===== src/design/sirius_pkg.sv =====
package sirius_pkg;

    localparam int xlen       = 32;
    localparam int reg_addr_w = 5;

    localparam logic [xlen-1:0] reset_pc = 32'hbfc00000;

    // Major opcodes
    localparam logic [5:0] opcode_special = 6'h00;
    localparam logic [5:0] opcode_addiu   = 6'h09;
    localparam logic [5:0] opcode_andi    = 6'h0c;
    localparam logic [5:0] opcode_ori     = 6'h0d;
    localparam logic [5:0] opcode_xori    = 6'h0e;
    localparam logic [5:0] opcode_lui     = 6'h0f;

    // SPECIAL funct field
    localparam logic [5:0] funct_sll  = 6'h00;
    localparam logic [5:0] funct_addu = 6'h21;
    localparam logic [5:0] funct_subu = 6'h23;
    localparam logic [5:0] funct_and  = 6'h24;
    localparam logic [5:0] funct_or   = 6'h25;
    localparam logic [5:0] funct_xor  = 6'h26;
    localparam logic [5:0] funct_slt  = 6'h2a;

    typedef enum logic [3:0] {
        alu_nop,
        alu_add,
        alu_sub,
        alu_and,
        alu_or,
        alu_xor,
        alu_slt,
        alu_sll,
        alu_lui
    } alu_op_e;

    // One fetched word tagged with its address
    typedef struct packed {
        logic [xlen-1:0] instr;
        logic [xlen-1:0] pc;
    } fetch_entry_t;

    // Writeback record of one lane
    typedef struct packed {
        logic                  wen;
        logic [reg_addr_w-1:0] dest;
        logic [xlen-1:0]       data;
        logic [xlen-1:0]       pc;
    } wb_t;

endpackage


===== src/design/fetch_unit.sv =====
`timescale 1ns/1ps

module fetch_unit (
    input  logic                         clk,
    input  logic                         rst,
    input  logic                         full,
    input  logic                         inst_ok_1,
    input  logic                         inst_ok_2,
    input  logic [sirius_pkg::xlen-1:0]  inst_data_1,
    input  logic [sirius_pkg::xlen-1:0]  inst_data_2,
    output logic                         inst_en,
    output logic [sirius_pkg::xlen-1:0]  inst_addr,
    output logic [1:0]                   push_en,
    output sirius_pkg::fetch_entry_t     push_entry_0,
    output sirius_pkg::fetch_entry_t     push_entry_1
);

    logic take_1;
    logic take_2;

    assign inst_en = ~full;

    // Second word only counts together with the first
    assign take_1  = inst_en & inst_ok_1;
    assign take_2  = inst_en & inst_ok_1 & inst_ok_2;
    assign push_en = {take_2, take_1};

    assign push_entry_0 = '{instr: inst_data_1, pc: inst_addr};
    assign push_entry_1 = '{instr: inst_data_2, pc: inst_addr + 32'd4};

    always_ff @(posedge clk) begin
        if (rst) begin
            inst_addr <= sirius_pkg::reset_pc;
        end else if (take_2) begin
            inst_addr <= inst_addr + 32'd8;
        end else if (take_1) begin
            inst_addr <= inst_addr + 32'd4;
        end
    end

    a_ok_order : assert property (@(posedge clk) disable iff (rst)
        inst_en && inst_ok_2 |-> inst_ok_1);

endmodule


===== config.mk =====
export PLATFORM = sky130hd
export DESIGN_NAME = fetch_unit
export DESIGN_NICKNAME = d
export VERILOG_FILES = /design/src/design/sirius_pkg.sv /design/src/design/fetch_unit.sv
export SDC_FILE = /design/constraint.sdc
export NUM_CORES = 1
export LEC_CHECK = 0
export ABC_AREA = 0
export BUFFER_PORTS_ARGS = -buffer_cell sky130_fd_sc_hd__clkbuf_2
export CAP_MARGIN = 40
export CORE_MARGIN = 2
export CORE_UTILIZATION = 36
export DETAILED_ROUTE_END_ITERATION = 6
export PLACE_DENSITY = 0.83
export SETUP_SLACK_MARGIN = 0.4
export SYNTH_ARGS = -nofsm -noshare
export SYNTH_HDL_FRONTEND = slang
export SYNTH_SLANG_ARGS = --single-unit

===== constraint.sdc =====
create_clock -name clk -period 2.2 [get_ports clk]
set_clock_uncertainty 0.15 [all_clocks]
set_input_delay 0.44 -clock clk [delete_from_list [all_inputs] [get_ports clk]]
set_output_delay 0.44 -clock clk [all_outputs]
set_load 0.01 [all_outputs]

==> impl_metrics.env <==
export IMPL_top_regs="inst_addr x30"
export IMPL_root_buffer="clkbuf_8"
export IMPL_post_route_drc_count=0
export IMPL_slowest_delay_ps=390
export IMPL_drt_iter0_markers=233
export IMPL_top_layer="met4"
export IMPL_violations="negative setup slack"
export IMPL_maxSlewHeadroom_pct=66.0
export IMPL_synth_adder_area_share_pct=0.894
export IMPL_synth_top_area_share_pct=27.6
export IMPL_cp_data_arrival_time_ps=1800
export IMPL_cp_required_ps=1610
export IMPL_fin_ws_ps=-188
export IMPL_ys_flop_type="dfxtp_1"
export IMPL_worst_slew_pin_slew_ps=510
export IMPL_antenna_left=0
export IMPL_num_rows=32
export IMPL_final_common_cell="clkbuf_2"
export IMPL_fmax_ghz=0.419
export IMPL_layout_common_cells="72 x clkbuf_2, 56 x buf_4, 33 x buf_6"
export IMPL_gp_congestion=0.832
export IMPL_cts_tree="done"
export IMPL_die_h_um=92.2
export IMPL_crit_cells=6
export IMPL_synth_seq_cells=30
export IMPL_synth_area_um2=2800
export IMPL_final_core_util_pct=53.7
export IMPL_cp_max_fo=3
export IMPL_whs_ps=360
export IMPL_path_clk_slew_ps=70
export IMPL_reg2reg_slack_ps=-100
export IMPL_grt_pass1_wl_um=13900
export IMPL_critPathCapture="push_entry_1[31]"
export IMPL_largest_register_ffs=30
export IMPL_synth_edff_count=0
export IMPL_grt_usage_pct=20.7
export IMPL_dpl_hpwl_um=5930
export IMPL_core_um2=7650
export IMPL_grt_overflow=0
export IMPL_cp_start_kind="register"
export IMPL_dr_pass1_iters=6
export IMPL_hold_class="reg2reg"
export IMPL_critical_path_class="reg2out"
export IMPL_syn_to_final_growth_pct=46.6
export IMPL_rr_worst_depth=8
export IMPL_crit_path_top_delay_cell="dfxtp_4"
export IMPL_yosys_warnings=0
export IMPL_clkLatencyLatePin_ps=300
export IMPL_setup_violations=32
export IMPL_critPathLaunch="inst_addr[3]"
export IMPL_layout_drive_gt1_share_pct=69.6
export IMPL_synth_top_family_by_area="buffers and inverters"
export IMPL_top_register="inst_addr"
export IMPL_max_cap_viol_count=0
export IMPL_cts_htree_levels=2
export IMPL_p_per_area_nw_per_um2=273
export IMPL_p_leak_uw=0.00191
export IMPL_antenna_cells=0
export IMPL_min_from="inst_addr[21]"
export IMPL_synth_compound_area_share_pct=8.53
export IMPL_worstReg2RegStart="inst_addr[3]"
export IMPL_synthMuxAreaShare_pct=1.83
export IMPL_yosys_area_share_simple_pct=24.9
export IMPL_critical_path_top_delay_family="simple AND/OR/NAND/NOR gates"
export IMPL_ir_worst_vdd_mv=0.191
export IMPL_wl_met3_um=869
export IMPL_status="finished with violations"
export IMPL_ctsHoldBuffers=0
export IMPL_syn_inst=359
export IMPL_design_die_area_um2=8500
export IMPL_clockBufferDepth=2
export IMPL_grt_pass1_vias=2732
export IMPL_worstSetupEndpointType="output pin"
export IMPL_worstPathCellList="ha_4 > and4_4 > and3_4 > nand4_1 > xnor2_2 > buf_2"
export IMPL_wirelength_um=10200
export IMPL_vias=2989
export IMPL_synth_largest_area_cell="buf_4"
export IMPL_synth_avg_cell_area_um2=7.80
export IMPL_grt_setup_unrepaired="yes"
export IMPL_ys_types=44
export IMPL_routed_via_density=5.58
export IMPL_maxSlewViolCount=0
export IMPL_finalCritPeriodShare_pct=109
export IMPL_reg2reg_to="inst_addr[28]"
export IMPL_met2_length_um=5210
export IMPL_yosys_top_cells_area="buf_4 28%, dfxtp_1 21%, xor2_1 5.6%"
export IMPL_path_buf_inv=1
export IMPL_cts_sinks=30
export IMPL_initial_utilization_pct=36.6
export IMPL_die_x_um=92.2
export IMPL_antenna_found_initial=0
export IMPL_synthArstFlopShare_pct=0
export IMPL_wl_per_cell_um=19.0
export IMPL_ios=232
export IMPL_ys_seq_area_share_pct=21.4
export IMPL_period_minus_slack_ps=2390
export IMPL_final_nets=504
export IMPL_portBuffers=97
export IMPL_grt_start_max_net_pins=24
export IMPL_wl_met1_um=3580
export IMPL_cts_buffers=5
export IMPL_hold_viol_final=0
export IMPL_synthXorXnorAreaFrac_pct=10.9
## where the power goes
| part | internal, µW | total [µW] | switching (µW) |
|---|---|---|---|
| Combinational | 44.9 | 106 | 60.8 |
| Clock | 252 | 473 | 221 |
| Sequential | 537 | 541 | 4.85 |
| Total | 833 | 1120 | 287 |
## cells by family (layout without fill, tap and decap cells)
logic type | Yosys count | in the layout
buffers and inverters | 127 | 197
adder cells (fa/ha/maj) | 2 | 2
other | 1 | 6
AO/OA/AOI/OAI | 38 | 38
multiplexers | 5 | 5
XOR/XNOR | 35 | 35
flip-flops | 30 | 30
AND/OR/NAND/NOR | 121 | 121
## timing repair
item / CTS / global route
pin swaps: 45 / 30
endpoints found under the setup margin: 49 / 52
hold endpoints to repair: 0 / 0
setup buffers: 30 / 20
resized for setup: 80 / 64
## worst min path at each step
stage                               end  depth (start not counted)  slack, ps
after global routing      inst_addr[21]                          2        390
after global placement     inst_addr[6]                          2        350
after CTS                  inst_addr[6]                          2        380
after floorplan           inst_addr[21]                          2        360
final                     inst_addr[21]                          2        360
after detailed placement   inst_addr[6]                          2        360
## worst min-delay path: stages (launching register included)
cell	delay [ps]
dfxtp_4	370
o21ai_2	50
a21oi_1	50
## area by class of cell
cell class / count / area (µm²)
Sequential cell: 30 / 649
Fill cell: 621 / 3540
Timing Repair Buffer: 187 / 1290
Tap cell: 102 / 128
Inverter: 2 / 7.51
Clock inverter: 1 / 5.00
Clock buffer: 7 / 86.3
Multi-Input combinational cell: 207 / 1940
## layer usage
layer	global-route usage [%]	up-vias
li1	-	1282
met1	21.2	1430
met2	37.4	223
met3	6.16	54
met4	11.4	0
met5	0	-
## cell usage after synthesis (2+ instances only)
cell type / count
a21oi_1: 13
and2_1: 2
and3_1: 6
and4_1: 6
and4_2: 2
buf_2: 4
buf_4: 103
clkbuf_1: 16
dfxtp_1: 30
ha_1: 2
inv_1: 2
mux2i_1: 4
nand2_1: 17
nand2b_1: 3
nand3_1: 12
nand4_1: 13
nor2_1: 17
nor2b_1: 5
nor3_1: 4
nor4_1: 11
o2111ai_1: 2
o21ai_0: 11
o31a_1: 3
o31a_2: 2
o31ai_1: 3
or3_1: 12
or4_1: 4
xnor2_1: 17
xor2_1: 18
## metrics by stage
stage	cell area, µm²	worst slack [ps]	total power [µW]	cells	TNS, ps
after floorplan	3160	96.4	743	364	0
after global placement	3120	-93.1	638	478	-356
after detailed placement	3120	-125	641	478	-513
after CTS	3790	-191	1100	516	-1710
after global routing	4110	-241	1160	536	-4450
final	4110	-188	1120	536	-2870
Power figures use the tool's default switching activity.
