[src/design/sirius_pkg.sv]
package sirius_pkg;

    localparam int xlen       = 32;
    localparam int reg_addr_w = 5;

    localparam logic [xlen-1:0] reset_pc = 32'hbfc00000;

    // Major opcodes
    localparam logic [5:0] opcode_special = 6'h00;
    localparam logic [5:0] opcode_addiu   = 6'h09;
    localparam logic [5:0] opcode_andi    = 6'h0c;
    localparam logic [5:0] opcode_ori     = 6'h0d;
    localparam logic [5:0] opcode_xori    = 6'h0e;
    localparam logic [5:0] opcode_lui     = 6'h0f;

    // SPECIAL funct field
    localparam logic [5:0] funct_sll  = 6'h00;
    localparam logic [5:0] funct_addu = 6'h21;
    localparam logic [5:0] funct_subu = 6'h23;
    localparam logic [5:0] funct_and  = 6'h24;
    localparam logic [5:0] funct_or   = 6'h25;
    localparam logic [5:0] funct_xor  = 6'h26;
    localparam logic [5:0] funct_slt  = 6'h2a;

    typedef enum logic [3:0] {
        alu_nop,
        alu_add,
        alu_sub,
        alu_and,
        alu_or,
        alu_xor,
        alu_slt,
        alu_sll,
        alu_lui
    } alu_op_e;

    // One fetched word tagged with its address
    typedef struct packed {
        logic [xlen-1:0] instr;
        logic [xlen-1:0] pc;
    } fetch_entry_t;

    // Writeback record of one lane
    typedef struct packed {
        logic                  wen;
        logic [reg_addr_w-1:0] dest;
        logic [xlen-1:0]       data;
        logic [xlen-1:0]       pc;
    } wb_t;

endpackage

[src/design/instruction_fifo.sv]
`timescale 1ns/1ps

module instruction_fifo #(
    parameter int fifo_depth = 8
) (
    input  logic                     clk,
    input  logic                     rst,
    input  logic [1:0]               push_en,
    input  sirius_pkg::fetch_entry_t push_entry_0,
    input  sirius_pkg::fetch_entry_t push_entry_1,
    input  logic [1:0]               pop_count,
    output sirius_pkg::fetch_entry_t head_0,
    output sirius_pkg::fetch_entry_t head_1,
    output logic                     head_0_valid,
    output logic                     head_1_valid,
    output logic                     full
);

    localparam int ptr_w = $clog2(fifo_depth);
    localparam int cnt_w = ptr_w + 1;

    sirius_pkg::fetch_entry_t mem [fifo_depth];

    logic [ptr_w-1:0] rd_ptr;
    logic [ptr_w-1:0] rd_ptr_nx;
    logic [ptr_w-1:0] wr_ptr;
    logic [ptr_w-1:0] wr_ptr_nx;
    logic [cnt_w-1:0] count;
    logic [1:0]       push_n;

    if ((fifo_depth < 4) || ((fifo_depth & (fifo_depth - 1)) != 0)) begin : g_depth_check
        $error("instruction_fifo: fifo_depth must be a power of two and at least 4");
    end

    assign push_n    = {1'b0, push_en[0]} + {1'b0, push_en[1]};
    assign rd_ptr_nx = rd_ptr + 1'b1;
    assign wr_ptr_nx = wr_ptr + 1'b1;

    // Oldest two entries
    assign head_0       = mem[rd_ptr];
    assign head_1       = mem[rd_ptr_nx];
    assign head_0_valid = (count >= cnt_w'(1));
    assign head_1_valid = (count >= cnt_w'(2));

    // Fewer than two free slots
    assign full = (count > cnt_w'(fifo_depth - 2));

    always_ff @(posedge clk) begin
        if (push_en[0]) begin
            mem[wr_ptr] <= push_entry_0;
        end
        if (push_en[1]) begin
            mem[wr_ptr_nx] <= push_entry_1;
        end
    end

    always_ff @(posedge clk) begin
        if (rst) begin
            rd_ptr <= '0;
            wr_ptr <= '0;
            count  <= '0;
        end else begin
            rd_ptr <= rd_ptr + ptr_w'(pop_count);
            wr_ptr <= wr_ptr + ptr_w'(push_n);
            count  <= count + cnt_w'(push_n) - cnt_w'(pop_count);
        end
    end

    a_no_underflow : assert property (@(posedge clk) disable iff (rst)
        cnt_w'(pop_count) <= count);

    a_no_overflow : assert property (@(posedge clk) disable iff (rst)
        full |-> push_en == 2'b00);

endmodule

[config.mk]
export PLATFORM = sky130hd
export DESIGN_NAME = instruction_fifo
export DESIGN_NICKNAME = d
export VERILOG_FILES = /design/src/design/sirius_pkg.sv /design/src/design/instruction_fifo.sv
export SDC_FILE = /design/constraint.sdc
export NUM_CORES = 1
export LEC_CHECK = 0
export ABC_AREA = 0
export BUFFER_PORTS_ARGS = -buffer_cell sky130_fd_sc_hd__buf_4
export CAP_MARGIN = 20
export CORE_AREA = 2 2 319 321
export CTS_CLUSTER_SIZE = 14
export DETAILED_ROUTE_END_ITERATION = 8
export DIE_AREA = 0 0 321 323
export GPL_TIMING_DRIVEN = 0
export MAX_ROUTING_LAYER = met4
export SETUP_SLACK_MARGIN = 0.4
export SYNTH_ARGS = -nofsm -noshare
export SYNTH_HDL_FRONTEND = slang
export SYNTH_SLANG_ARGS = --single-unit
[constraint.sdc]
create_clock -name clk -period 6.75 [get_ports clk]
set_clock_uncertainty 0.05 [all_clocks]
set_input_delay 1.0125 -clock clk [delete_from_list [all_inputs] [get_ports clk]]
set_output_delay 1.0125 -clock clk [all_outputs]
set_load 0.03 [all_outputs]
==> metrics <==
status=finished clean; leakage power=11.92 nW; final-stage net count=around 2.1k; syn avg cell area=18.39 um^2; Worst-Margin Slew=between 1 and 1.5 ns; CP Class=flip-flop to output port; Reg clk slew, reported paths=0.06 ns; Ys Warns=0; post-route cell area=between 30,000 and 40,000 um^2; # Post-CTS Setup Buffers=0; fin util=0.3593; width of the die=321 um; Yosys top cell by area=edfxtp_1; Area Overhead vs Synth=21.44%; Distinct cells, synth=31; Power Total=around 11 mW; GPL Wtd Cong=0.7802; Yosys top cell area share=0.5160; Rel. slew slack=0.2680; biggest cell delay along the critical path=0.75 ns; routed len/inst=29.16 um; Synth Instances=approximately 1.6k; Routed Antenna Nets=0; Max Slew Vio Count=0; RSZ-0062 raised after global routing=no; Placed Cells=roughly 3.2k; Final min period=4.987 ns; synth top area cells=edfxtp_1 52%, mux2_2 24%, mux4_2 19%; kind of end point of the critical path=output port; antenna violations before repair=23; WL final=97,900 um; I/O Pins=265; Mapped Area=29,800 um^2; critical path required time=5.69 ns; vias in the first global route=19.17k; worst reg2reg path startpoint=wr_ptr[1]; Num CTS Buffers=60; DRC violations left=0; routed via count=approximately 18k; layout cell share with drive strength beyond 1=0.6841; number of fill cells=approximately 9.5k; number of port buffers=264; setup_tns=0 ns; CP bufs+invs=5; pwr dens=317.0 nW/um^2; Post-DP Area=34,190 um^2; post-synthesis sequential area ratio=0.5227; Die ar.=between 100,000 and 150,000 um^2; Hold Path Class=flip-flop to flip-flop; largest net degree at the start of global routing=25; maxcap violations=0; Initial Util=0.2959; Core Region=approximately 100,000 um^2; Clock Path Buffers=3; Final setup viols=0; Max Fclk=~0.2 GHz; Final Hold Viols=0; cell family with most CP delay=buffers and inverters; Starting DRT DRC Count=about 1.5k; Arr. time, crit path=3.92 ns; R2R setup slack=3.35 ns; Hold WS=0.5812 ns; critical path, cell by cell=clkbuf_1, buf_2, clkbuf_1, buf_2, mux4_2, mux2_2, buf_4; # rows=117; PostCTS Resize Cnt=0; syn_nets=between 1.5k and 2k; pre-CTS setup slack=2.350 ns; worst skew pair latency=0.63 ns; Tcrit/Tclk final=0.7389; Detailed Place HPWL=66,860 um; Top Metal Used=met4; crit path launch type=flip-flop; vias per inst=~5.3; Critical-path top delay cell=clkbuf_1; Final Non-Filler Cells=about 3.4k; post-route worst setup slack=1.763 ns; CTS tree=built; # clock sinks=522; maximum vdd drop=207.2 uV; hold_sp=wr_ptr[2]; Hold Buf Count CTS=0; Tot GR Track Use=0.1910; WHS Endpoint=wr_ptr[2]; Critical Path Fanout Max=10; # H-tree levels=2; chip height=between 300 and 400 um; DRT Pass-1 Iters=5; first-pass GRT wire length=138,400 um; met3 WL post-DR=7385 um; Root Driver=clkbuf_16; Reg2Reg Depth=8; routed wl met2=47,520 um; hold depth=2; Seq cells post-synth=522; R2R Path End=mem[0][42]; M1 wire length=just over 40,000 um; Remaining Overflow, GRT=0
## registers in the layout, summed over array words and instances (netlist names)
name    cells
wr_ptr      3
rd_ptr      3
count       4
mem       512
## Yosys cell counts
cell	number
ha_1	12
edfxtp_1	512
or2_2	2
inv_1	10
nand3b_1	1
o22ai_1	4
nor2_1	5
nand2_1	8
fa_1	4
buf_1	1
xnor2_2	1
mux4_2	256
nor3b_1	1
xnor2_1	2
o211ai_1	1
o21ai_0	2
xor2_1	2
a21o_1	2
xor2_2	1
nand3_1	1
buf_2	70
a21oi_1	1
nor2_2	4
mux2_2	641
dfxtp_1	10
nand2b_1	3
buf_4	18
clkbuf_1	30
nor3_1	4
buf_6	5
nor2b_1	6
## final cells by class
class,instances,area (um^2),share of cell area
flip-flops and latches,522,15570,0.4304
multi-input cells,964,13620,0.3763
repair buffers,293,2666,0.07368
well taps,1309,1638,0.04526
clock buffers,73,1550,0.04284
plain buffers,124,658.1,0.01819
clock inverters,40,390.4,0.01079
diodes,22,55.05,0.001521
inverters,10,37.54,0.001037
## logic make-up after synthesis
| family | synth area share |
|---|---|
| buffers and inverters | 0.02335 |
| AOI/OAI and AO/OA | 0.002099 |
| and+or+nand+nor | 0.006131 |
| DFF | 0.5227 |
| adders and majority gates | 0.007726 |
| muxes | 0.4357 |
| xor gates and xnor gates | 0.002268 |
## worst register-to-register path, cell delays in order, from the launching register on
cell     delay [ns]
dfxtp_1        0.46
ha_1           0.31
xor2_2         0.20
nor3_1         0.28
buf_2          0.46
buf_6          0.26
or2_4          0.46
buf_12         0.30
buf_12         0.27
## cell usage in the layout, fill, tap and decap left out, types with 2 or more instances in the layout
master / count
buf_12: 13
inv_6: 2
nand2b_1: 3
or2_4: 2
clkbuf_16: 60
clkinvlp_4: 3
nand2_1: 8
edfxtp_1: 512
xnor2_1: 2
nor3_1: 4
buf_4: 282
fa_1: 4
dfxtp_1: 10
xor2_2: 2
nor2_1: 5
clkinv_2: 14
clkinv_1: 12
a21o_1: 2
nor2b_1: 6
buf_16: 15
inv_1: 10
clkbuf_1: 43
buf_2: 70
mux4_2: 256
diode_2: 22
bufinv_16: 7
o21ai_4: 2
mux2_2: 641
ha_1: 12
buf_6: 6
nor2_2: 4
o22ai_4: 4
## worst max-delay path by stage
stage	startpoint	end	slack (ns)	cells past startpoint
floorplan	push_en[0]	mem[1][0]	0.50	2
global placement	push_en[0]	mem[1][24]	-6.36	3
detailed placement	rd_ptr[0]	head_0[0]	2.35	7
CTS	rd_ptr[0]	head_0[0]	1.66	7
global route	rd_ptr[0]	head_0[50]	1.62	7
finish	rd_ptr[0]	head_0[0]	1.76	7
## power by group
part / switching (mW) / internal, mW / leakage [nW]
clock: 1.36 / 1.90 / 0.948
combinational: 2.29 / 1.78 / 6.19
sequential: 0.143 / 4.00 / 4.78
## routing by layer
layer | vias to the layer above | track usage
li1 | 7564 | -
met1 | 9629 | 0.2393
met2 | 601 | 0.3062
met3 | 139 | 0.05028
met4 | 0 | 0.05192
met5 | - | -
Power figures use the tool's default switching activity.
